`config.mk`:
```
export PLATFORM = sky130hd
export DESIGN_NAME = busArbiter
export DESIGN_NICKNAME = d
export VERILOG_FILES = /design/src/hdl/busArbiter.sv
export VERILOG_INCLUDE_DIRS = /design/src /design/src/hdl
export SDC_FILE = /design/constraint.sdc
export NUM_CORES = 1
export LEC_CHECK = 0
export BUFFER_PORTS_ARGS = -buffer_cell sky130_fd_sc_hd__buf_2
export CAP_MARGIN = 40
export CORE_MARGIN = 2
export CORE_UTILIZATION = 45
export CTS_CLUSTER_SIZE = 10
export DETAILED_ROUTE_END_ITERATION = 12
export PLACE_DENSITY = 0.7
export SYNTH_ARGS = -nofsm -noshare
export SYNTH_HDL_FRONTEND = slang
export SYNTH_SLANG_ARGS = --single-unit
```
`constraint.sdc`:
```
create_clock -name clock -period 5.4 [get_ports clock]
set_input_delay 0.54 -clock clock [delete_from_list [all_inputs] [get_ports clock]]
set_output_delay 0.54 -clock clock [all_outputs]
set_load 0.03 [all_outputs]
```
`src/hdl/snoopyBus_settings.svh`:
```
`ifndef SNOOPYBUS_SETTINGS_SVH
`define SNOOPYBUS_SETTINGS_SVH

// bus and memory widths
`define ADDRESS_WIDTH 16
`define DATA_WIDTH 32

// one cache controller per processor port
`define NUMBER_OF_CACHES 4
`define NUMBER_OF_LINES 8

// cycles from memory enable to functionComplete
`define MEMORY_LATENCY 3

`endif

```
`src/hdl/busArbiter.sv`:
```
`timescale 1ns/1ps
`include "snoopyBus_settings.svh"

module busArbiter (
	input  logic                           clock,
	input  logic                           reset,
	input  logic [`NUMBER_OF_CACHES - 1:0] busRequest,
	input  logic [`NUMBER_OF_CACHES - 1:0] snoopHit,
	output logic [`NUMBER_OF_CACHES - 1:0] cpuGrants,
	output logic [`NUMBER_OF_CACHES - 1:0] snoopyGrants
);
	localparam int POINTER_WIDTH = $clog2(`NUMBER_OF_CACHES);

	logic [POINTER_WIDTH - 1:0]     pointer;
	logic [POINTER_WIDTH - 1:0]     nextPointer;
	logic [`NUMBER_OF_CACHES - 1:0] nextGrant;
	logic                           holdGrant;

	// grant stays locked until its owner drops busRequest
	assign holdGrant = |(cpuGrants & busRequest);

	// first requester at or after the pointer
	always_comb begin
		int candidate;
		nextGrant   = '0;
		nextPointer = pointer;
		for (int offset = 0; offset < `NUMBER_OF_CACHES; offset++) begin
			candidate = (int'(pointer) + offset) % `NUMBER_OF_CACHES;
			if (busRequest[candidate]) begin
				nextGrant[candidate] = 1'b1;
				nextPointer          = POINTER_WIDTH'((candidate + 1) % `NUMBER_OF_CACHES);
				break;
			end
		end
	end

	always_ff @(posedge clock) begin
		if (reset) begin
			cpuGrants <= '0;
			pointer   <= '0;
		end else if (!holdGrant) begin
			cpuGrants <= nextGrant;
			pointer   <= nextPointer;
		end
	end

	// lowest-index hitter supplies, never the bus owner itself
	always_comb begin
		snoopyGrants = '0;
		for (int i = 0; i < `NUMBER_OF_CACHES; i++) begin
			if (snoopHit[i] && !cpuGrants[i]) begin
				snoopyGrants[i] = 1'b1;
				break;
			end
		end
	end
endmodule : busArbiter

```
==> impl_metrics.ini <==
[pwr]
power.share.sequential = 0.221
sw_power_mw = 0.223
power.density_cell_area_nw_per_um2 = 540
p_leak_nw = 0.348
power_frac_comb = 0.686
worst_ir_drop_vdd_v = 0.000350
power.switching_fraction = 0.514
power.share.clock = 0.092
internal_power_mw = 0.211

[floorplan]
floorplan.core_area_um2 = 1470
floorplan.die.width_um = 43.3
start_util = 0.472
ios = 18
die_area_um2 = 1870
fp.dieH_um = 43.3
rows = 14

[worst_setup_path]
worst-path-max-fanout = 14
rrSetupSlack_ns = 3.03
critPathLaunch = pointer[0]
worstSetupEndpointType = flip-flop
cp_data_required_time_ns = 5.57
worstReg2RegStart = pointer[0]
setup.worst_path.start_class = flip-flop
critical_path_arrival_ns = 2.54
timing.rr.end = pointer[0]
timing_worst_setup_path_type = flip-flop to flip-flop
r2r_cells = 7
critPathCapture = pointer[0]

[global_route]
grt_first_pass_wirelength_mm = 2.77
initial_antenna_violation_count = 0
grtUsageTotal = 0.200
number_of_global_route_vias_before_repair = 607
grt_max_degree = 15
grt_overflow = 0

[routing]
postRouteAntennaNets = 0
remaining_drc_errors = 0
post_drt_wl_per_cell_um = 15.0
wl_mm = 1.64
drt_first_pass_iters = 5
drt_first_iter_violations = 15
routed_via_density = 6.09
route.vias.total = 664

[logic_synthesis]
ys_seq_elements = 6
post-synth-top-count-cell = sky130_fd_sc_hd__nand2_1
yosysWarningCount = 0
ys_top_cells_by_count = sky130_fd_sc_hd__nand2_1, sky130_fd_sc_hd__dfxtp_1, sky130_fd_sc_hd__ha_1, sky130_fd_sc_hd__nor2_1, sky130_fd_sc_hd__a21oi_1
syn-cell-area_um2 = 694
syn-instance-count = 76
post_synth.cell_area_avg_um2 = 9.14
synthDistinctLibCells = 34
sequential_to_total_area_share_from_yosys_stat = 0.173
yosysTopAreaCell = sky130_fd_sc_hd__dfxtp_1
post_synth_main_area_contributors = sky130_fd_sc_hd__dfxtp_1, sky130_fd_sc_hd__ha_1, sky130_fd_sc_hd__mux4_2
synthDominantCellAreaShare = 0.173
postSynthNetCount = 92
async_reset_ff_frac = 0
postSynth.topFlopCell = sky130_fd_sc_hd__dfxtp_1
edff_count_synth = 0

[place]
place_ws_ns = 3.03
gpl.final_weighted_congestion = 0.847
io_buffer_count = 17
dp_hpwl_mm = 1.23

[finish]
flow.area_growth_from_synthesis_pct = 15.7
number_of_diodes = 0
multi_input_area_um2 = 544
layout.filler_cells = 137
layout.area.seq_um2 = 120
final_nets = 111
drive_gt1_frac = 0.323

[clocking]
post-cts-setup-buffers = 0
clk_root_buffer_cell = sky130_fd_sc_hd__clkbuf_4
cts_tree = done
clock_path_buffers = 2
worstSkewPairLatency_ns = 0.24
htreeDepth = 1
cts_num_sinks = 6
cts_resized = 0
cts_made_buffers = 3
clk_pin_slew_worst_paths_ns = 0.04
postCtsHoldBufs = 0

[sta]
timing_hold_violations_final = 0
min_period_ns = 2.37
clock.fmax_mhz = 423
finalClockSkew_ns = 0.00450
timing.setup.tns_ns = 0
rsz_0062_raised_after_global_routing = false
max-slew-margin-rel = 0.631
finalSetupViolCount = 0
maxSlewViolCount = 0
final_min_period_over_clock_period = 0.438
timing_worst_slew_pin_value_ns = 0.542
final.setup.worst_slack_ns = 3.03

[run_status]
status = completed

[hold_path]
hold_class = flip-flop to flip-flop

[run]
max-cap-violations = 0
flip-flops by register name, indices dropped and copies added (netlist names):
register   count
cpuGrants      4
pointer        2
logic make-up after synthesis:
logic type	share of synthesized area
AOI/OAI and AO/OA	0.236
adders and majority gates	0.108
buffers and inverters	0.0432
DFF	0.173
muxes	0.184
and+or+nand+nor	0.256
area by class of cell:
class,instances,area share
clock buffers,3,0.0280
inverters,3,0.0140
multi-input cells,64,0.678
flip-flops and latches,6,0.150
well taps,16,0.0249
repair buffers,17,0.106
layer usage:
layer	vias up	share of wire	track usage
li1	330	-	-
met1	315	0.49	0.289
met2	15	0.45	0.293
met3	4	0.044	0.0383
met4	0	0.010	0.0727
met5	-	0	0
worst min path at each step:
stage	slack [ns]	to	cells past startpoint	start
final	0.53	cpuGrants[0]	2	cpuGrants[0]
after detailed placement	0.52	cpuGrants[0]	2	cpuGrants[0]
after CTS	0.53	cpuGrants[0]	2	cpuGrants[0]
after floorplan	0.63	pointer[1]	2	pointer[1]
after global routing	0.55	cpuGrants[0]	2	cpuGrants[0]
after global placement	0.53	cpuGrants[0]	2	cpuGrants[0]
metrics by stage:
step / total power [mW] / hold WS (ns) / instance area, um^2 / instances / utilization
2_1_floorplan: 0.331 / 0.629 / 694 / 76 / -
4_1_cts: 0.431 / 0.530 / 803 / 109 / 0.546
6_report: 0.433 / 0.529 / 803 / 109 / 0.546
5_1_grt: 0.467 / 0.555 / 803 / 109 / 0.546
3_5_place_dp: 0.389 / 0.524 / 781 / 106 / 0.531
3_3_place_gp: 0.387 / 0.528 / 781 / 106 / 0.531
critical path, cell delays in order, from the launching register on:
cell	delay (ns)
sky130_fd_sc_hd__dfxtp_1	0.66
sky130_fd_sc_hd__inv_1	0.14
sky130_fd_sc_hd__ha_1	0.36
sky130_fd_sc_hd__mux4_2	0.41
sky130_fd_sc_hd__nor2b_4	0.20
sky130_fd_sc_hd__nor2b_1	0.08
sky130_fd_sc_hd__or3_1	0.30
sky130_fd_sc_hd__a21oi_1	0.14
cell usage in the layout (no fill, tap or decap), types with 3 or more instances in the layout:
cell type	instances
sky130_fd_sc_hd__inv_1	3
sky130_fd_sc_hd__a21oi_1	4
sky130_fd_sc_hd__nor2_1	6
sky130_fd_sc_hd__nand3b_1	3
sky130_fd_sc_hd__o21ai_0	3
sky130_fd_sc_hd__nor2b_1	3
sky130_fd_sc_hd__buf_2	17
sky130_fd_sc_hd__clkbuf_4	3
sky130_fd_sc_hd__ha_1	6
sky130_fd_sc_hd__dfxtp_1	6
sky130_fd_sc_hd__nand2_1	7
power by group through the flow:
| stage | logic [mW] | registers, mW | clock network (mW) |
|---|---|---|---|
| final | 0.297 | 0.0959 | 0.0400 |
| after global routing | 0.323 | 0.101 | 0.0439 |
| after CTS | 0.294 | 0.0955 | 0.0414 |
| after detailed placement | 0.293 | 0.0961 | 0 |
| after global placement | 0.291 | 0.0957 | 0 |
| after floorplan | 0.229 | 0.102 | 0 |
No activity file was read; power rests on OpenSTA's default activity.
