$ cat src/hdl/snoopyBus_settings.svh
`ifndef SNOOPYBUS_SETTINGS_SVH
`define SNOOPYBUS_SETTINGS_SVH

// bus and memory widths
`define ADDRESS_WIDTH 16
`define DATA_WIDTH 32

// one cache controller per processor port
`define NUMBER_OF_CACHES 4
`define NUMBER_OF_LINES 8

// cycles from memory enable to functionComplete
`define MEMORY_LATENCY 3

`endif

$ cat src/hdl/snoopyPkg.sv
package snoopyPkg;

	// command driven by the bus owner and seen by every snooper
	typedef enum logic [2:0] {
		NONE,
		BUS_READ,
		BUS_READ_EXCLUSIVE,
		BUS_INVALIDATE,
		WRITE_BACK
	} Command;

	// MSI line state
	typedef enum logic [1:0] {
		INVALID,
		SHARED,
		MODIFIED
	} LineState;

endpackage : snoopyPkg

$ cat src/hdl/snoopyBus.sv
`timescale 1ns/1ps
`include "snoopyBus_settings.svh"

module snoopyBus (
	// controller side, master path
	input  logic [`NUMBER_OF_CACHES - 1:0][`ADDRESS_WIDTH - 1:0] addresses,
	input  logic [`NUMBER_OF_CACHES - 1:0][`DATA_WIDTH - 1:0]    dataOuts,
	input  logic [`NUMBER_OF_CACHES - 1:0]                       readsEnabled,
	input  logic [`NUMBER_OF_CACHES - 1:0]                       writesEnabled,
	input  snoopyPkg::Command [`NUMBER_OF_CACHES - 1:0]          commandOuts,
	output logic [`DATA_WIDTH - 1:0]                             dataIn,
	output logic                                                 functionComplete,
	output logic                                                 isInvalidated,
	// controller side, snoop path
	output snoopyPkg::Command                                    commandIn,
	output logic [`ADDRESS_WIDTH - 1:0]                          snoopAddress,
	input  logic [`NUMBER_OF_CACHES - 1:0][`DATA_WIDTH - 1:0]    snoopDataOuts,
	input  logic [`NUMBER_OF_CACHES - 1:0]                       snoopCompletes,
	input  logic [`NUMBER_OF_CACHES - 1:0]                       areInvalidated,
	// arbiter side
	input  logic [`NUMBER_OF_CACHES - 1:0]                       cpuGrants,
	input  logic [`NUMBER_OF_CACHES - 1:0]                       snoopyGrants,
	// memory side
	output logic [`ADDRESS_WIDTH - 1:0]                          ramAddress,
	output logic [`DATA_WIDTH - 1:0]                             ramDataOut,
	output logic                                                 ramReadEnabled,
	output logic                                                 ramWriteEnabled,
	input  logic [`DATA_WIDTH - 1:0]                             ramDataIn,
	input  logic                                                 ramFunctionComplete
);
	logic [`ADDRESS_WIDTH - 1:0] busAddress;
	logic [`DATA_WIDTH - 1:0]    busDataOut;
	logic                        busReadEnabled;
	logic                        busWriteEnabled;
	snoopyPkg::Command           busCommand;

	// granted controller drives the shared lines
	always_comb begin
		busAddress      = '0;
		busDataOut      = '0;
		busReadEnabled  = 1'b0;
		busWriteEnabled = 1'b0;
		busCommand      = snoopyPkg::NONE;
		for (int i = 0; i < `NUMBER_OF_CACHES; i++) begin
			if (cpuGrants[i]) begin
				busAddress      = addresses[i];
				busDataOut      = dataOuts[i];
				busReadEnabled  = readsEnabled[i];
				busWriteEnabled = writesEnabled[i];
				busCommand      = commandOuts[i];
				break;
			end
		end
	end

	// broadcast to snoopers
	assign snoopAddress = busAddress;
	assign commandIn    = busCommand;

	// memory only reads when no cache supplies the word
	assign ramAddress      = busAddress;
	assign ramDataOut      = busDataOut;
	assign ramWriteEnabled = busWriteEnabled;
	assign ramReadEnabled  = busReadEnabled && !(|snoopyGrants);

	// supplier data wins over memory
	always_comb begin
		dataIn           = ramDataIn;
		functionComplete = ramFunctionComplete;
		for (int i = 0; i < `NUMBER_OF_CACHES; i++) begin
			if (snoopyGrants[i]) begin
				dataIn           = snoopDataOuts[i];
				functionComplete = snoopCompletes[i];
				break;
			end
		end
	end

	assign isInvalidated = &areInvalidated;
endmodule : snoopyBus

$ cat config.mk
export PLATFORM = sky130hd
export DESIGN_NAME = snoopyBus
export DESIGN_NICKNAME = d
export VERILOG_FILES = /design/src/hdl/snoopyPkg.sv /design/src/hdl/snoopyBus.sv
export VERILOG_INCLUDE_DIRS = /design/src /design/src/hdl
export SDC_FILE = /design/constraint.sdc
export NUM_CORES = 1
export LEC_CHECK = 0
export ABC_AREA = 1
export BUFFER_PORTS_ARGS = -buffer_cell sky130_fd_sc_hd__buf_2
export CELL_PAD_IN_SITES_DETAIL_PLACEMENT = 1
export CELL_PAD_IN_SITES_GLOBAL_PLACEMENT = 1
export CORE_AREA = 5 5 189 191
export DETAILED_ROUTE_END_ITERATION = 8
export DIE_AREA = 0 0 194 196
export GPL_ROUTABILITY_DRIVEN = 1
export MAX_ROUTING_LAYER = met4
export PLACE_DENSITY = 0.67
export SYNTH_ARGS = -nofsm -noshare
export SYNTH_HDL_FRONTEND = slang
export SYNTH_SLANG_ARGS = --single-unit
$ cat constraint.sdc
create_clock -name vclk -period 1.2
set_clock_uncertainty 0.15 [all_clocks]
set_input_delay 0.06 -clock vclk [all_inputs]
set_output_delay 0.06 -clock vclk [all_outputs]
set_load 0.01 [all_outputs]
==> results of run 1 <==
==> worst max-delay path by stage <==
| stage | end | slack, ns | cells past startpoint |
|---|---|---|---|
| floorplan | snoopAddress[0] | 0.03 | 6 |
| global placement | snoopAddress[0] | -0.42 | 7 |
| detailed placement | snoopAddress[0] | -0.44 | 7 |
| CTS | dataIn[30] | -0.09 | 7 |
| global route | dataIn[30] | -0.13 | 7 |
| finish | dataIn[30] | -0.08 | 7 |
==> metal layers <==
layer | up-vias | track usage [%] | part of all wire [%]
li1 | 3539 | - | -
met1 | 3464 | 18.4 | 38
met2 | 383 | 30.5 | 52
met3 | 45 | 2.73 | 6.8
met4 | 0 | 4.82 | 3.3
met5 | - | - | 0
==> kinds of logic after synthesis <==
| family | synth area share (%) |
|---|---|
| and+or+nand+nor | 46.9 |
| AOI/OAI and AO/OA | 30.4 |
| buffers and inverters | 22.7 |
==> cell usage in the layout, fill, tap and decap left out, types with 7 or more instances in the layout <==
cell	n
a21oi_1	104
a21oi_2	84
a21oi_4	17
buf_12	23
buf_16	14
buf_2	476
buf_4	51
buf_6	21
clkbuf_16	7
diode_2	10
inv_1	66
nand2_1	172
nand2_2	18
nand3_1	58
nand3_2	24
nand3b_1	33
nor2_1	86
==> power by group through the flow <==
stage	clock network, uW	registers [uW]	logic (uW)
3_5_place_dp	0	0	2720
5_1_grt	0.000670	0	3730
2_1_floorplan	0	0	1280
3_3_place_gp	0	0	2680
6_report	0.00112	0	3480
4_1_cts	0	0	3180
==> layout make-up <==
class,count,area [sq um]
Fill cell,4387,25200
Timing Repair Buffer,598,4170
Multi-Input combinational cell,608,3560
Tap cell,455,569
Inverter,71,318
Timing Repair inverter,5,86.3
Antenna cell,10,25.0
==> what timing repair did <==
| action | 4_1_cts | 5_1_grt |
|---|---|---|
| hold buffers | 0 | 0 |
| setup buffers | 8 | 6 |
| resized for setup | 114 | 119 |
| setup endpoints to repair | 98 | 81 |
| endpoints found under the hold margin | 0 | 0 |
| gates cloned | 17 | 12 |
| pin swaps | 26 | 42 |
==> critical path, delay by kind of cell <==
| kind | cells | cell delay (ns) |
|---|---|---|
| buffers and inverters | 4 | 0.54 |
| and+or+nand+nor | 1 | 0.13 |
| AOI/OAI and AO/OA | 2 | 0.33 |
==> metrics by stage <==
stage               worst slack [ns]  utilization (%)  std cells  TNS (ns)  power (uW)
CTS                          -0.0907             23.3       1720     -1.30        3180
floorplan                     0.0321                -        761         0        1280
global placement              -0.416             20.5       1695     -9.60        2680
global route                  -0.128             25.7       1743     -3.64        3730
detailed placement            -0.443             20.5       1695    -11.23        2720
finish                       -0.0841             25.7       1747     -1.06        3480
==> impl_metrics.yaml, run 1 <==
synthesis:
  synth.most_common_cell: "nand2_1"
  synth_cell_types: 16
  synth_nets: 1150
  synth_cells: 761
  synth_area_sq_mm: 0.00374
  yosysTopAreaCell: "a21oi_1"
  yosysWarnings: 0
  synthTopCellsByArea: "a21oi_1 24%, nand2_1 19%, nand3_1 12%, nor2_1 8.7%, inv_1 6.6%"
  syn_avg_cell_area_sq_um: 4.91
  synth_top_area_share_pct: 24.0
  ys_seq_area_share_pct: 0
  yosys-top-cells-count: "194 x nand2_1, 179 x a21oi_1, 87 x nor2_1"
floorplan:
  die_area_sq_mm: 0.0380
  pin_count: 492
  fp-row-count: 68
  core_sq_mm: 0.0339
  start_util_pct: 11.0
  die_x_microns: 194
  die_y_microns: 196
timing:
  fmax_mhz: 779
  final-setup-viol-count: 29
  tightest_slew_ns: 0.417
  hold_ws_ns: 0.274
  fin_crit_ns: 1.28
  rsz0062_at_grt: "true"
  drv_slew: 0
  relSlewSlack_pct: 72.2
  finalHoldViolations: 0
  period_share_pct: 107
  fin_ws_ns: -0.0841
detailed_routing:
  drtPass1Iterations: 4
  final_antenna_net_count: 0
  dr.first_iter.drc_count: 233
  via_per_inst: 4.25
  vias: 7431
  wire_per_inst_microns: 20.5
  finalWirelength_microns: 35700
  route.detailed.drc: 0
worst_setup_path:
  crit_required_ns: 0.99
  path_class: "input port to primary output"
  cp_slowest_cell: "a21oi_4"
  startpoint: "snoopyGrants[2]"
  slowest_delay_ns: 0.19
  path_cells: "buf_8 > buf_12 > buf_16 > a21oi_4 > nand3_4 > a21oi_2 > buf_2"
  cp-end-kind: "primary output"
  worstPathArrival_ns: 1.07
  cp-start-kind: "input port"
  crit_path_max_fanout: 10
power_and_ir_drop:
  cellLeakagePower_uw: 0.00455
  p_sw_share_pct: 51.7
  ir_worst_vdd_mv: 0.162
  intPower_uw: 1680
  p_seq_share_pct: 0
  p_sw_uw: 1800
  power_frac_comb_pct: 100.0
  power_density_mw_per_mm2: 399
  p_clk_share_pct: 0
global_route:
  grt_usage_pct: 16.6
  grt_max_degree: 27
  grt_pass1_wl_microns: 48000
  grt_pass1_vias: 7916
  gr-total-overflow: 0
  grt_antenna_before_repair: 10
final_layout:
  design.seq.count: 0
  layout.nets: 1673
  drive_above_1_share_pct: 59.5
  seq_area_sq_um: 0
  area_delta_synth_final_pct: 133
  final_cell_area_sq_mm: 0.00872
  nClkBuffers: 0
place:
  place_area_sq_mm: 0.00696
  port_buffers: 492
  dp_hpwl_microns: 26000
  place_congestion: 0.973
run_status:
  status: "finished with violations"
  violations: "negative setup slack"
worst_hold_path:
  worstHoldPathType: "input port to primary output"
  hold_path_depth: 4
  holdPathEnd: "isInvalidated"
  hp-start: "areInvalidated[3]"
run:
  drv_cap: 0
Note: power is estimated with default switching activity, not from simulation.
==> run 2: changes to the inputs <==
- BUFFER_PORTS_ARGS: -buffer_cell sky130_fd_sc_hd__buf_2 -> -buffer_cell sky130_fd_sc_hd__buf_4
- MAX_ROUTING_LAYER: met4 -> unset
==> impl_metrics.yaml, run 2 (synthesis results as in run 1) <==
run_status:
  status: "finished with violations"
  violations: "negative setup slack"
power_and_ir_drop:
  cellLeakagePower_uw: 0.00471
  ir_worst_vdd_mv: 0.177
  finalPower_uw: 3690
  power_density_mw_per_mm2: 400
detailed_routing:
  wl_met3_microns: 2710
  dr.first_iter.drc_count: 162
  topRoutingLayerUsed: "met4"
  vias: 7245
  wire_per_inst_microns: 19.4
  final_antenna_net_count: 0
  route.detailed.drc: 0
  wl_met1_microns: 12700
  met2WireLength_microns: 17400
  via_per_inst: 4.21
  drtPass1Iterations: 4
  finalWirelength_microns: 33400
final_layout:
  multi_input_area_sq_mm: 0.00335
  layout.nets: 1653
  final_common_cell: "buf_4"
  design.seq.count: 0
  drive_above_1_share_pct: 57.4
  fillCellCount: 4302
  area_delta_synth_final_pct: 147
  seq_area_sq_um: 0
  final_cell_mix: "532 x buf_4, 181 x nand2_1, 108 x a21oi_1"
  nClkBuffers: 0
worst_setup_path:
  cp_top_family: "buffers and inverters"
  cp_slowest_cell: "a21oi_2"
  startpoint: "cpuGrants[2]"
  cp-start-kind: "input port"
  crit_required_ns: 0.99
  critPathBufInv: 4
  cp.depth: 8
  worstPathArrival_ns: 1.04
  endpoint: "ramDataOut[24]"
  slowest_delay_ns: 0.19
  cp-end-kind: "primary output"
  path_cells: "buf_16 > clkinv_16 > buf_16 > nand3_1 > nand2_1 > nand2_1 > a21oi_2 > buf_4"
  path_class: "input port to primary output"
  crit_path_max_fanout: 24
floorplan:
  core_sq_mm: 0.0339
  start_util_pct: 11.0
  die_x_microns: 194
  pin_count: 492
  die_y_microns: 196
  die_area_sq_mm: 0.0380
  fp-row-count: 68
timing:
  finalHoldViolations: 0
  period_share_pct: 104
  drv_slew: 0
  fmax_mhz: 801
  tightest_slew_ns: 0.346
  final-setup-viol-count: 4
  hold_ws_ns: 0.293
  rsz0062_at_grt: "true"
  relSlewSlack_pct: 77.0
  fin_ws_ns: -0.0480
  fin_crit_ns: 1.25
  fin_tns_setup_ns: -0.0893
place:
  port_buffers: 492
  pre_cts_ws_ns: -0.204
  dp_hpwl_microns: 26900
  place_congestion: 0.908
global_route:
  gr-total-overflow: 0
  grt_max_degree: 58
  grt_pass1_vias: 7876
  grt_pass1_wl_microns: 46600
  grt_usage_pct: 15.3
  grt_antenna_before_repair: 2
worst_hold_path:
  worstHoldPathType: "input port to primary output"
  hold_path_depth: 4
run:
  drv_cap: 0
clock_network:
  cts.hold.buffers_added: 0
[run 2: cell types whose count changed in the layout (fill, tap and decap cells not counted), sizes merged]
cell / before / now
diode: 10 / 2
buf: 588 / 576
clkbuf: 7 / 6
inv: 72 / 70
bufbuf: 3 / 1
clkinv: 4 / 2
nor2: 89 / 88
[run 2: metrics by stage]
| stage | util, % | instance area [sq um] | std cells |
|---|---|---|---|
| 2_1_floorplan | - | 3740 | 761 |
| 3_3_place_gp | 24.3 | 8240 | 1698 |
| 3_5_place_dp | 24.3 | 8240 | 1698 |
| 4_1_cts | 25.4 | 8630 | 1709 |
| 5_1_grt | 27.2 | 9230 | 1719 |
| 6_report | 27.2 | 9230 | 1719 |
[run 2: worst min-delay path by stage]
stage,start,slack (ns),endpoint
6_report,snoopDataOuts[16],0.29,dataIn[16]
5_1_grt,snoopDataOuts[22],0.31,dataIn[22]
4_1_cts,snoopDataOuts[21],0.29,dataIn[21]
3_5_place_dp,snoopDataOuts[21],0.29,dataIn[21]
3_3_place_gp,areInvalidated[3],0.28,isInvalidated
2_1_floorplan,areInvalidated[3],0.06,isInvalidated
[run 2: power breakdown]
| group | total [uW] | switching [uW] | internal (uW) |
|---|---|---|---|
| combinational | 3690 | 1670 | 2020 |
| clock | 0.000224 | 0 | 0.000224 |
| sequential | 0 | 0 | 0 |
| total | 3690 | 1670 | 2020 |
[run 2: area by class of cell]
cell class / count / share of cell area, %
Multi-Input combinational cell: 607 / 36.3
Timing Repair Buffer: 583 / 54.0
Antenna cell: 2 / 0.0542
Inverter: 71 / 3.44
Timing Repair inverter: 1 / 0.0949
Tap cell: 455 / 6.17
[run 2: timing repair]
action / 4_1_cts / 5_1_grt
gates resized for setup: 58 / 108
pin swaps: 10 / 13
endpoints found under the setup margin: 93 / 71
cloned: 5 / 6
setup buffers: 6 / 3
endpoints found under the hold margin: 0 / 0
[run 2: metal layers]
metal	vias up	track usage, %
met5	-	0
met3	24	4.52
met4	0	2.40
met2	348	29.6
li1	3470	-
met1	3403	16.8
