[config.mk]
export PLATFORM = sky130hd
export DESIGN_NAME = cacheController
export DESIGN_NICKNAME = d
export VERILOG_FILES = /design/src/hdl/snoopyPkg.sv /design/src/hdl/cacheController.sv
export VERILOG_INCLUDE_DIRS = /design/src /design/src/hdl
export SDC_FILE = /design/constraint.sdc
export NUM_CORES = 1
export LEC_CHECK = 0
export BUFFER_PORTS_ARGS = -buffer_cell sky130_fd_sc_hd__buf_2
export CORE_MARGIN = 2
export CORE_UTILIZATION = 35
export CTS_CLUSTER_SIZE = 20
export DETAILED_ROUTE_END_ITERATION = 7
export GPL_ROUTABILITY_DRIVEN = 1
export PLACE_DENSITY = 0.66
export SLEW_MARGIN = 10
export SYNTH_ARGS = -nofsm -noshare
export SYNTH_HDL_FRONTEND = slang
export SYNTH_SLANG_ARGS = --single-unit
[constraint.sdc]
create_clock -name clock -period 6.3 [get_ports clock]
set_input_delay 1.26 -clock clock [delete_from_list [all_inputs] [get_ports clock]]
set_output_delay 1.26 -clock clock [all_outputs]
set_load 0.05 [all_outputs]
[src/hdl/snoopyBus_settings.svh]
`ifndef SNOOPYBUS_SETTINGS_SVH
`define SNOOPYBUS_SETTINGS_SVH

// bus and memory widths
`define ADDRESS_WIDTH 16
`define DATA_WIDTH 32

// one cache controller per processor port
`define NUMBER_OF_CACHES 4
`define NUMBER_OF_LINES 8

// cycles from memory enable to functionComplete
`define MEMORY_LATENCY 3

`endif

[src/hdl/snoopyPkg.sv]
package snoopyPkg;

	// command driven by the bus owner and seen by every snooper
	typedef enum logic [2:0] {
		NONE,
		BUS_READ,
		BUS_READ_EXCLUSIVE,
		BUS_INVALIDATE,
		WRITE_BACK
	} Command;

	// MSI line state
	typedef enum logic [1:0] {
		INVALID,
		SHARED,
		MODIFIED
	} LineState;

endpackage : snoopyPkg

[src/hdl/cacheController.sv]
`timescale 1ns/1ps
`include "snoopyBus_settings.svh"

module cacheController (
	input  logic                        clock,
	input  logic                        reset,
	input  logic                        cpuReq,
	input  logic                        cpuWrite,
	input  logic [`ADDRESS_WIDTH - 1:0] cpuAddress,
	input  logic [`DATA_WIDTH - 1:0]    cpuWriteData,
	output logic [`DATA_WIDTH - 1:0]    cpuReadData,
	output logic                        cpuAck,
	output logic                        busRequest,
	input  logic                        busGrant,
	output logic [`ADDRESS_WIDTH - 1:0] address,
	output logic [`DATA_WIDTH - 1:0]    dataOut,
	output logic                        readEnabled,
	output logic                        writeEnabled,
	output snoopyPkg::Command           commandOut,
	input  logic [`DATA_WIDTH - 1:0]    dataIn,
	input  logic                        functionComplete,
	input  logic                        isInvalidated,
	input  snoopyPkg::Command           commandIn,
	input  logic [`ADDRESS_WIDTH - 1:0] snoopAddress,
	output logic                        snoopHit,
	output logic [`DATA_WIDTH - 1:0]    snoopData,
	output logic                        snoopComplete,
	output logic                        snoopInvalidated
);
	localparam int INDEX_WIDTH = $clog2(`NUMBER_OF_LINES);
	localparam int TAG_WIDTH   = `ADDRESS_WIDTH - INDEX_WIDTH;

	typedef enum logic [2:0] {
		IDLE,
		WAIT_GRANT,
		WRITE_VICTIM,
		FILL,
		FILL_WRITE_BACK,
		UPGRADE
	} MasterState;

	MasterState               state;
	logic [TAG_WIDTH - 1:0]   tags [`NUMBER_OF_LINES];
	logic [`DATA_WIDTH - 1:0] words [`NUMBER_OF_LINES];
	snoopyPkg::LineState      lineStates [`NUMBER_OF_LINES];

	logic [INDEX_WIDTH - 1:0] cpuIndex;
	logic [INDEX_WIDTH - 1:0] snoopIndex;
	logic [TAG_WIDTH - 1:0]   cpuTag;
	logic [TAG_WIDTH - 1:0]   snoopTag;
	logic                     cpuHit;
	logic                     victimDirty;
	logic                     snoopPresent;
	logic                     snoopSupply;
	logic                     snoopKill;

	assign cpuIndex    = cpuAddress[INDEX_WIDTH - 1:0];
	assign cpuTag      = cpuAddress[`ADDRESS_WIDTH - 1:INDEX_WIDTH];
	assign cpuHit      = lineStates[cpuIndex] != snoopyPkg::INVALID && tags[cpuIndex] == cpuTag;
	assign victimDirty = lineStates[cpuIndex] == snoopyPkg::MODIFIED && tags[cpuIndex] != cpuTag;

	// snooper is quiet while this port owns the bus
	assign snoopIndex   = snoopAddress[INDEX_WIDTH - 1:0];
	assign snoopTag     = snoopAddress[`ADDRESS_WIDTH - 1:INDEX_WIDTH];
	assign snoopPresent = !busGrant && lineStates[snoopIndex] != snoopyPkg::INVALID
		&& tags[snoopIndex] == snoopTag;
	assign snoopSupply  = snoopPresent && lineStates[snoopIndex] == snoopyPkg::MODIFIED
		&& (commandIn == snoopyPkg::BUS_READ || commandIn == snoopyPkg::BUS_READ_EXCLUSIVE);
	assign snoopKill    = snoopPresent
		&& (commandIn == snoopyPkg::BUS_READ_EXCLUSIVE || commandIn == snoopyPkg::BUS_INVALIDATE);

	// hold the hit through the completion cycle so the supplier stays selected
	assign snoopHit         = snoopSupply || snoopComplete;
	assign snoopInvalidated = !snoopPresent;

	always_comb begin
		address      = cpuAddress;
		dataOut      = words[cpuIndex];
		readEnabled  = 1'b0;
		writeEnabled = 1'b0;
		commandOut   = snoopyPkg::NONE;
		case (state)
			WRITE_VICTIM: begin
				address      = {tags[cpuIndex], cpuIndex};
				writeEnabled = 1'b1;
				commandOut   = snoopyPkg::WRITE_BACK;
			end
			FILL: begin
				readEnabled = 1'b1;
				if (cpuWrite) begin
					commandOut = snoopyPkg::BUS_READ_EXCLUSIVE;
				end else begin
					commandOut = snoopyPkg::BUS_READ;
				end
			end
			// memory does not snarf, so the filled word goes back to it
			FILL_WRITE_BACK: begin
				writeEnabled = 1'b1;
				commandOut   = snoopyPkg::WRITE_BACK;
			end
			UPGRADE: commandOut = snoopyPkg::BUS_INVALIDATE;
			default: ;
		endcase
	end

	always_ff @(posedge clock) begin
		if (reset) begin
			state         <= IDLE;
			cpuAck        <= 1'b0;
			busRequest    <= 1'b0;
			snoopComplete <= 1'b0;
			for (int line = 0; line < `NUMBER_OF_LINES; line++) begin
				lineStates[line] <= snoopyPkg::INVALID;
			end
		end else begin
			// snoop responder
			snoopComplete <= snoopSupply;
			if (snoopSupply) begin
				snoopData <= words[snoopIndex];
			end
			if (snoopKill) begin
				lineStates[snoopIndex] <= snoopyPkg::INVALID;
			end else if (snoopSupply) begin
				lineStates[snoopIndex] <= snoopyPkg::SHARED;
			end

			// ack falls once the processor lets go
			if (cpuAck && !cpuReq) begin
				cpuAck <= 1'b0;
			end

			case (state)
				IDLE: begin
					if (cpuReq && !cpuAck && !snoopSupply && !snoopKill) begin
						if (cpuHit && !cpuWrite) begin
							cpuReadData <= words[cpuIndex];
							cpuAck      <= 1'b1;
						end else if (cpuHit && lineStates[cpuIndex] == snoopyPkg::MODIFIED) begin
							words[cpuIndex] <= cpuWriteData;
							cpuAck          <= 1'b1;
						end else begin
							busRequest <= 1'b1;
							state      <= WAIT_GRANT;
						end
					end
				end
				// line may have changed by snooping while waiting
				WAIT_GRANT: begin
					if (busGrant) begin
						if (cpuHit && cpuWrite) begin
							state <= UPGRADE;
						end else if (victimDirty) begin
							state <= WRITE_VICTIM;
						end else begin
							state <= FILL;
						end
					end
				end
				WRITE_VICTIM: begin
					if (functionComplete) begin
						state <= FILL;
					end
				end
				FILL: begin
					if (functionComplete) begin
						tags[cpuIndex] <= cpuTag;
						if (cpuWrite) begin
							words[cpuIndex]      <= cpuWriteData;
							lineStates[cpuIndex] <= snoopyPkg::MODIFIED;
							cpuAck               <= 1'b1;
							busRequest           <= 1'b0;
							state                <= IDLE;
						end else begin
							words[cpuIndex]      <= dataIn;
							lineStates[cpuIndex] <= snoopyPkg::SHARED;
							cpuReadData          <= dataIn;
							state                <= FILL_WRITE_BACK;
						end
					end
				end
				FILL_WRITE_BACK: begin
					if (functionComplete) begin
						cpuAck     <= 1'b1;
						busRequest <= 1'b0;
						state      <= IDLE;
					end
				end
				UPGRADE: begin
					if (isInvalidated) begin
						words[cpuIndex]      <= cpuWriteData;
						lineStates[cpuIndex] <= snoopyPkg::MODIFIED;
						cpuAck               <= 1'b1;
						busRequest           <= 1'b0;
						state                <= IDLE;
					end
				end
				default: state <= IDLE;
			endcase
		end
	end
endmodule : cacheController

==> metrics.md, run 1 <==
| Metric | Value |
|---|---|
| Status | complete, no violations |
| Rel. slew slack | 14.5% |
| Worst path max stage delay | 0.74 ns |
| Cts hold-fix bufs | 0 |
| Flop-to-flop setup slack | 2.31 ns |
| R2R cell count | 8 |
| Most common cell after layout, fill and taps aside | edfxtp_1 |
| Filler instances | 5281 |
| Post-route ant nets | 0 |
| Max clock buf depth | 3 |
| Starting DRT DRC Count | 2136 |
| Layout cells sized above 1 | 26.6% |
| Reg power frac | 45.3% |
| Max Slew Vio Count | 0 |
| Starting density of the core | 35.5% |
| Ys flop type | edfxtp_1 |
| Post-synth top area share | 64.1% |
| Post-Synth Adder-Cell Area | 0.182% |
| Post-synth ARST share | 0% |
| Die W | 247 um |
| Worst setup path endpoint | snoopHit |
| Switching Fraction | 26.9% |
| CTS root buf | clkbuf_16 |
| Fin crit share | 91.1% |
| Area occupied by multi-input gates | 6860 um^2 |
| First-pass GRT wire length | 94800 um |
| Post-Syn Nets | 1627 |
| CP Capture Type | output port |
| Comb power frac | 13.9% |
| Port bufs | 227 |
| Final min period | 5.74 ns |
| Non-Filler Instances | 2534 |
| Crit-path most repeated cell | buf_2 |
| P_sw | 1.98 mW |
| Worst Path Max Fanout | 32 |
| DR vias | 14981 |
| Syn_area_per_cell | 13.6 um^2 |
| Floorplan core area | 58000 um^2 |
| CP startpoint kind | input pin |
| # setup viols final | 0 |
| Hold WC Path Type | flip-flop to flip-flop |
| Leak Pwr | 8.72 nW |
| Max-Cap Viols | 0 |
| Post-CTS setup buffers | 0 |
| Flops & latches, synth | 446 |
| Total wire length | 65800 um |
| Yosys warns | 0 |
| Fin util | 42.0% |
| I/O Pins | 228 |
| Std cell rows | 88 |
| Clock share of power | 40.8% |
| Post-detail-place hpwl | 41900 um |
| Reg clk slew, reported paths | 0.06 ns |
| Setup TNS | 0 ns |
| Cells after Synth | 1518 |
| FF-to-FF Start | state[1]$_SDFFE_PP0P_ |
| Cell Pwr Density | 302 nW/um^2 |
| Crit path DAT | 4.48 ns |
| Fmax | 174 MHz |
| Vias in the first global route | 14516 |
| Clock sink count | 446 |
| Sequential-to-total area share from yosys stat | 64.6% |
| Int Power | 5.38 mW |
| Worst r2r dst | words[6][17]$_DFFE_PP_ |
| Die ar. | 60900 um^2 |
| Nets | 1839 |
| Overflow left after global routing | 0 |
| CP startpoint | snoopAddress[0] |
| Via density per instance | 5.91 |
| Compound-Gate Fraction of Synth Area | 12.1% |
| CTS tree | done |
| Die Y | 247 um |
| Final GP Congestion | 0.896 |
| Total global-route track usage | 21.1% |
| Required time of the critical path | 5.04 ns |
| Post-synthesis mux area share | 10.4% |
| Largest net degree at the start of global routing | 61 |
| Cell taking the most area after synthesis | edfxtp_1 |
| CTS Buf Count | 47 |
| Clock latency on the worst-skew pair | 0.60 ns |
| Commonest non-fill, non-tap cells in the layout | 440 x edfxtp_1, 225 x buf_2, 179 x nand2_1 |
| 1st-pass router iterations | 8 |
| RSZ-0062 raised after global routing | no |
| Layout Skew | 0.0178 ns |
| Crit path cell chain | buf_2 -> nor2b_1 -> a22oi_1 -> nand2_1 -> xnor2_1 -> nor4_1 -> nand4_1 -> o21bai_1 -> buf_2 |
| Final hold vios | 0 |
| FF+latch area | 13300 um^2 |
| Synth Area in Simple Gates | 8.93% |
| Worst VDD drop | 0.206 mV |
| Area growth from synthesis to layout | 18.2% |
| Resized cells post-CTS | 0 |
| Antenna violations before repair | 3 |
| Cell Count Post-Placement | 2446 |
| Htree depth | 2 |
| Number of flops mapped to enable cells by yosys | 440 |
| Synth top area cells | edfxtp_1 64%, a22oi_1 5.1%, mux2i_1 4.3% |
| Critical path's slowest cell | nor2b_1 |
| Number of library cell types mapped by synthesis | 56 |
| DR DRC count | 0 |
| Synth Area in XOR/XNOR | 1.02% |
| Setup Crit Path Kind | input pin to output port |
| WL per Instance | 26.0 um |
| Post-synthesis cell area | 20600 um^2 |
| Worst slew pin tran | 1.28 ns |
| Combinational family with the most area after synthesis | compound AO/OA/AOI/OAI gates |
sequential cells by signal (all words and copies together), names as in the netlist:
register       flops
words            256
tags             104
cpuReadData       32
snoopData         32
lineStates        16
state              3
busRequest         1
cpuAck             1
snoopComplete      1
logic make-up after synthesis:
kind of cell / Yosys count
buf+inv: 124
fa+ha+maj: 3
simple gates: 418
flops: 446
compound gates: 331
mux: 172
xor+xnor: 24
worst min-delay path by stage:
stage	cells after the start	end	start	slack [ns]
finish	2	busRequest$_SDFFE_PP0P_	busRequest$_SDFFE_PP0P_	0.47
global route	2	busRequest$_SDFFE_PP0P_	busRequest$_SDFFE_PP0P_	0.53
CTS	2	busRequest$_SDFFE_PP0P_	busRequest$_SDFFE_PP0P_	0.47
detailed placement	2	busRequest$_SDFFE_PP0P_	busRequest$_SDFFE_PP0P_	0.46
global placement	2	busRequest$_SDFFE_PP0P_	busRequest$_SDFFE_PP0P_	0.46
floorplan	2	snoopData[15]$_DFFE_PP_	words[0][15]$_DFFE_PP_	0.54
power by group through the flow:
stage	clock (mW)	sequential (mW)	combinational, mW
6_report	3.01	3.34	1.02
5_1_grt	3.15	3.34	1.09
4_1_cts	3.03	3.33	1.01
3_5_place_dp	0	3.40	1.01
3_3_place_gp	0	3.40	0.991
2_1_floorplan	0	3.40	0.680
cell usage after synthesis, types with 29 or more instances:
master,instances
edfxtp_1,440
nand2_1,180
a22oi_1,141
nor2_1,113
mux2i_1,89
clkbuf_1,72
mux2_2,54
a221oi_1,45
o21ai_0,39
nand3_1,37
a22o_1,29
mux4_2,29
critical path: cells and delay by family:
family | cells | cell delay [ns]
AND/OR/NAND/NOR | 4 | 1.67
AO/OA/AOI/OAI | 2 | 0.50
buffers and inverters | 2 | 0.95
XOR/XNOR | 1 | 0.09
layout make-up:
| class | instances | share of cell area (%) |
|---|---|---|
| Clock buffer | 50 | 4.87 |
| Multi-Input combinational cell | 948 | 28.1 |
| Sequential cell | 446 | 54.7 |
| Inverter | 10 | 0.154 |
| Clock inverter | 37 | 2.00 |
| Antenna cell | 1 | 0.0103 |
| Timing Repair Buffer | 277 | 6.22 |
| Tap cell | 765 | 3.93 |
metal layers:
metal  part of all wire, %  global-route usage, %  up-vias  routed length (um)
met1                    39                   28.7     7425               25800
met3                    11                   4.20      143                7460
met4                   3.0                   7.30        0                2000
met2                    46                   33.5     1000               30600
li1                      -                      -     6413                   -
met5                     0                      0        -                   0
per-stage QoR:
stage | instance area, um^2 | total power [mW] | setup slack (ns) | hold slack (ns)
finish | 24400 | 7.36 | 0.563 | 0.468
global route | 24400 | 7.57 | 0.394 | 0.527
CTS | 24400 | 7.38 | 0.625 | 0.473
detailed placement | 22700 | 4.41 | 0.683 | 0.465
global placement | 22700 | 4.39 | 0.763 | 0.455
floorplan | 20600 | 4.08 | 0.112 | 0.538
Note: power is estimated with default switching activity, not from simulation.
==> inputs of run 2 (changes only) <==
PLACE_DENSITY = 0.63   (was 0.66)
==> run 2 against run 1 <==
  * Die area is the same
  * Non-clock buffer count rose by 5
  * Utilization decreased by 0.30 points
  * Critical endpoint unchanged
  * Combinational power hardly changed
  * Cell area down 0.72%
  * Global-route usage about the same
  * Largest power group unchanged
  * Highest routed layer unchanged
  * Worst hold slack better by 0.0043 ns
  * Cell count decreased by 0.16%
  * Sequential cell count unchanged
  * Clock power down 17%
==> metrics.md, run 2 (same netlist as run 1, synthesis figures left out) <==
| Metric | Value |
|---|---|
| Resized cells post-CTS | 0 |
| Max clock buf depth | 3 |
| Largest regs | words x256, tags x104 |
| Reg clk slew, reported paths | 0.06 ns |
| Max Slew Vio Count | 0 |
| Rel. slew slack | 23.1% |
| Area growth from synthesis to layout | 17.4% |
| CP startpoint kind | input pin |
| Die W | 247 um |
| Status | complete, no violations |
| Cell Pwr Density | 283 nW/um^2 |
| Clock share of power | 36.6% |
| Worst slew pin tran | 1.15 ns |
| FF+latch area | 13300 um^2 |
| Clock sink count | 446 |
| P_sw | 1.86 mW |
| Worst path max stage delay | 0.62 ns |
| Worst VDD drop | 0.197 mV |
| Bufs and invs on worst path | 2 |
| Crit path cell chain | buf_2 -> mux2_2 -> o22ai_1 -> a221oi_1 -> xor2_1 -> a2111oi_1 -> nand4_1 -> o21bai_1 -> buf_2 |
| Starting DRT DRC Count | 1809 |
| Max-Cap Viols | 0 |
| Commonest non-fill, non-tap cells in the layout | 440 x edfxtp_1, 225 x buf_2, 179 x nand2_1 |
| Total global-route track usage | 21.1% |
| # setup viols final | 0 |
| CTS tree | done |
| Vias in the first global route | 14820 |
| Int Power | 5.00 mW |
| Comb power frac | 14.8% |
| Overflow left after global routing | 0 |
| Starting density of the core | 35.5% |
| I/O Pins | 228 |
| CTS root buf | clkbuf_16 |
| First-pass GRT wire length | 94700 um |
| Final min period | 5.64 ns |
| Leak Pwr | 8.62 nW |
| Largest reg by FF count | words |
| FF-to-FF Start | state[1]$_SDFFE_PP0P_ |
| Hold WC Path Type | flip-flop to flip-flop |
| Port bufs | 227 |
| Layout Skew | 0.0134 ns |
| # diodes | 0 |
| Crit-path most repeated cell | buf_2 |
| Std cell rows | 88 |
| Most common cell after layout, fill and taps aside | edfxtp_1 |
| WL per Instance | 25.9 um |
| Clock latency on the worst-skew pair | 0.58 ns |
| Largest net degree at the start of global routing | 55 |
| CP top delay family | compound AO/OA/AOI/OAI gates |
| Worst Path Max Fanout | 31 |
| Fin crit share | 89.4% |
| Antenna violations before repair | 2 |
| Non-Filler Instances | 2530 |
| Post-detail-place hpwl | 41500 um |
| Via density per instance | 5.86 |
| Post-route ant nets | 0 |
| RSZ-0062 raised after global routing | no |
| Reg power frac | 48.6% |
| Cts hold-fix bufs | 0 |
| Crit path DAT | 4.38 ns |
| Htree depth | 2 |
| CTS Buf Count | 44 |
| Filler instances | 5257 |
| Die Y | 247 um |
| 1st-pass router iterations | 7 |
| Switching Fraction | 27.1% |
| DR DRC count | 0 |
| Area occupied by multi-input gates | 6880 um^2 |
| Floorplan core area | 58000 um^2 |
| Post-CTS setup buffers | 0 |
| Critical path's slowest cell | buf_2 |
| HP Start | busRequest$_SDFFE_PP0P_ |
| Largest register FFs | 256 |
| Total wire length | 65600 um |
| Setup Crit Path Kind | input pin to output port |
| Die ar. | 60900 um^2 |
| CP startpoint | snoopAddress[0] |
| Setup TNS | 0 ns |
| Layout cells sized above 1 | 25.8% |
| CP Capture Type | output port |
| Final GP Congestion | 0.850 |
| Fmax | 177 MHz |
| DR vias | 14836 |
| Final hold vios | 0 |
| Cell Count Post-Placement | 2451 |
| Nets | 1841 |
| Required time of the critical path | 5.04 ns |
-- run 2: changes by cell type in the layout (fill, tap and decap cells not counted), sizes merged --
cell / delta
clkinvlp: -3
buf: +5
bufinv: -8
clkinv: +2
inv: -1
clkbuf: +2
diode: -1
-- run 2: cell type report --
type | instances | area share, %
repair buffers | 282 | 6.83
clock buffers | 52 | 4.85
multi-input cells | 948 | 28.4
clock inverters | 27 | 0.734
inverters | 10 | 0.155
well taps | 765 | 3.95
flip-flops and latches | 446 | 55.1
-- run 2: path summary, 6_finish.rpt --
| path | end | slack [ns] | cells past startpoint |
|---|---|---|---|
| hold reg to reg | busRequest$_SDFFE_PP0P_ | 0.47 | 2 |
| setup / recovery | snoopHit | 0.66 | 9 |
| setup reg to reg | words[1][27]$_DFFE_PP_ | 1.99 | 9 |
| hold / removal | busRequest$_SDFFE_PP0P_ | 0.47 | 2 |
-- run 2: power groups by stage --
stage / clock [mW] / combinational [mW] / sequential (mW)
floorplan: 0 / 0.680 / 3.40
global placement: 0 / 0.998 / 3.40
detailed placement: 0 / 1.01 / 3.40
CTS: 2.54 / 1.01 / 3.34
global route: 2.66 / 1.09 / 3.34
finish: 2.51 / 1.02 / 3.34
-- run 2: worst register-to-register path, delay by kind of cell, from the launching register on --
family | cells | cell delay, ns
DFF | 1 | 0.51
buffers and inverters | 3 | 0.82
and+or+nand+nor | 6 | 2.61
-- run 2: through the flow --
step / setup WS (ns) / hold WS [ns] / instance area, um^2 / utilization (%) / total power [mW]
2_1_floorplan: 0.112 / 0.538 / 20600 / - / 4.08
5_1_grt: 0.511 / 0.529 / 24200 / 41.7 / 7.09
4_1_cts: 0.676 / 0.482 / 24200 / 41.7 / 6.89
3_3_place_gp: 0.681 / 0.474 / 22900 / 39.4 / 4.40
6_report: 0.665 / 0.473 / 24200 / 41.7 / 6.86
3_5_place_dp: 0.652 / 0.474 / 22900 / 39.4 / 4.41
-- run 2: per-layer routing --
metal	vias up	wire length, um	global-route usage, %
met5	-	0	0
li1	6420	-	-
met2	871	30600	33.8
met4	0	1960	7.64
met1	7412	26700	28.5
met3	133	6320	4.02
==> inputs of run 3 (changes only) <==
ABC_AREA = 1   (was default)
RECOVER_POWER = 100   (was default)
==> run 3 against run 2 <==
  * The run now ends with max-capacitance violations, max-slew violations left
  * Global-route usage is 0.95 points higher
  * Area after synthesis is 2.8% higher
  * Die area is 2.8% higher
  * Critical path type unchanged
  * Critical endpoint is now dataOut[3]
==> metrics.md, run 3 <==
| Metric | Value |
|---|---|
| Fmax | 168 MHz |
| Yosys warns | 0 |
| Filler instances | 5828 |
| Post-CTS setup buffers | 0 |
| Vias in the first global route | 16928 |
| Max Slew Vio Count | 211 |
| Crit-path most repeated cell | clkbuf_1 |
| Synth cell count leaders | 612 x nand2_1, 440 x edfxtp_1, 272 x inv_1 |
| Syn_area_per_cell | 10.0 um^2 |
| Layout Skew | 0.0482 ns |
| Ys flop type | edfxtp_1 |
| Worst Path Max Fanout | 23 |
| Htree depth | 2 |
| Sequential-to-total area share from yosys stat | 62.9% |
| CP Capture Type | output port |
| Worst VDD drop | 0.219 mV |
| Clock sink count | 446 |
| Post-route ant nets | 0 |
| Top-count cell post-synth | nand2_1 |
| Crit path cell chain | clkbuf_1 -> inv_1 -> nor2_2 -> nand2_1 -> buf_4 -> clkinv_1 -> clkbuf_1 -> a22oi_1 -> nand4_1 -> clkbuf_1 |
| Worst slew pin tran | 1.84 ns |
| Failing checks | max-capacitance violations, max-slew violations |
| # diodes | 0 |
| Starting DRT DRC Count | 2069 |
| # setup viols final | 0 |
| Final worst slack | 0.354 ns |
| Final min period | 5.95 ns |
| Required time of the critical path | 5.04 ns |
| Reg clk slew, reported paths | 0.05 ns |
| I/O Pins | 228 |
| Rel. slew slack | -23.0% |
| Largest regs | words x256, tags x104 |
| Cell taking the most area after synthesis | edfxtp_1 |
| Max clock buf depth | 3 |
| RSZ-0062 raised after global routing | no |
| Final GP Congestion | 0.888 |
| Floorplan core area | 60100 um^2 |
| Commonest non-fill, non-tap cells in the layout | 613 x nand2_1, 440 x edfxtp_1, 276 x inv_1 |
| Total Power | 7.58 mW |
| Worst path max stage delay | 0.66 ns |
| Setup TNS | 0 ns |
| Number of flops mapped to enable cells by yosys | 440 |
| Clock latency on the worst-skew pair | 0.63 ns |
| Leak Pwr | 9.68 nW |
| Setup WS pre-CTS | 0.758 ns |
| Most common cell after layout, fill and taps aside | nand2_1 |
| Via density per instance | 5.49 |
| Post-synthesis cell area | 21200 um^2 |
| Number of library cell types mapped by synthesis | 39 |
| Die ar. | 62600 um^2 |
| First-pass GRT wire length | 104000 um |
| Antenna violations before repair | 0 |
| Post-detail-place hpwl | 44600 um |
| CTS root buf | clkbuf_16 |
| Largest net degree at the start of global routing | 75 |
| Crit path DAT | 4.69 ns |
| DR vias | 17423 |
| Final hold vios | 0 |
| Starting density of the core | 35.3% |
| Post-Syn Nets | 2229 |
| Largest reg by FF count | words |
| Hold WC Path Type | flip-flop to flip-flop |
| Cells after Synth | 2120 |
| Port bufs | 227 |
| Critical path's slowest cell | nor2_2 |
| Die W | 250 um |
| WL per Instance | 22.2 um |
| Flops & latches, synth | 446 |
| Cts hold-fix bufs | 0 |
| Overflow left after global routing | 0 |
| Total global-route track usage | 22.1% |
| Layout cells sized above 1 | 10.2% |
| CTS Buf Count | 50 |
| Fin crit share | 94.4% |
| CP startpoint kind | input pin |
| Resized cells post-CTS | 0 |
| Largest register FFs | 256 |
| 1st-pass router iterations | 7 |
| DR DRC count | 0 |
| Area growth from synthesis to layout | 16.7% |
| Post-synth ARST share | 0% |
| Cell Pwr Density | 306 nW/um^2 |
| Post-synth top area share | 62.3% |
| Die Y | 250 um |
| CTS tree | done |
| Max-Cap Viols | 13 |
| Std cell rows | 90 |
| Total wire length | 70600 um |
| Setup Crit Path Kind | input pin to output port |
| Synth top area cells | edfxtp_1 62%, nand2_1 11%, inv_1 4.8% |
| Nets | 2463 |
| Status | finished, violations left |
-- run 3: kinds of logic after synthesis --
family / synth area share, %
flip-flops: 62.9
XOR/XNOR: 0.207
AO/OA/AOI/OAI: 12.0
adder cells (fa/ha/maj): 0.177
AND/OR/NAND/NOR: 17.4
buffers and inverters: 7.26
-- run 3: cell type report --
cell class              count  area, um^2  share of cell area [%]
repair buffers            282        1360                    5.49
flip-flops and latches    446       13300                    53.9
inverters                 286        1070                    4.34
multi-input cells        1288        6400                    25.9
well taps                 782         978                    3.95
clock buffers              61        1290                    5.22
clock inverters            31         317                    1.28
-- run 3: worst paths after layout --
| kind | from | endpoint | slack, ns | cells after the start |
|---|---|---|---|---|
| worst min-delay path | busRequest$_SDFFE_PP0P_ | busRequest$_SDFFE_PP0P_ | 0.49 | 2 |
| worst max-delay path | cpuAddress[1] | dataOut[3] | 0.35 | 10 |
| worst max register to register | state[0]$_SDFFE_PP0P_ | words[2][4]$_DFFE_PP_ | 1.45 | 7 |
| worst min register to register | busRequest$_SDFFE_PP0P_ | busRequest$_SDFFE_PP0P_ | 0.49 | 2 |
-- run 3: layer usage --
layer  global-route usage (%)  up-vias  wire length, um
met5                        0        -                0
met2                     36.8     1070            33400
met1                     28.7     8312            27600
met4                     7.94        0             2210
li1                         -     7859                -
met3                     4.08      182             7270
-- run 3: report_power, final --
| part | switching [mW] | total, mW | internal (mW) | leakage (nW) |
|---|---|---|---|---|
| combinational | 1.00 | 1.27 | 0.264 | 4.87 |
| sequential | 0.0371 | 3.41 | 3.38 | 4.03 |
| clock | 1.26 | 2.90 | 1.64 | 0.782 |
-- run 3: metrics by stage --
stage	instances	utilization (%)	hold WS (ns)	instance area [um^2]
floorplan	2120	-	0.499	21200
global placement	3084	39.1	0.474	23500
detailed placement	3084	39.1	0.486	23500
CTS	3176	41.7	0.500	25100
global route	3176	41.2	0.537	24800
finish	3176	41.2	0.491	24800
-- run 3: worst max-delay path, delay by kind of cell --
| family | cells | cell delay (ns) |
|---|---|---|
| AOI/OAI and AO/OA | 1 | 0.16 |
| buffers and inverters | 6 | 2.31 |
| and+or+nand+nor | 3 | 0.93 |
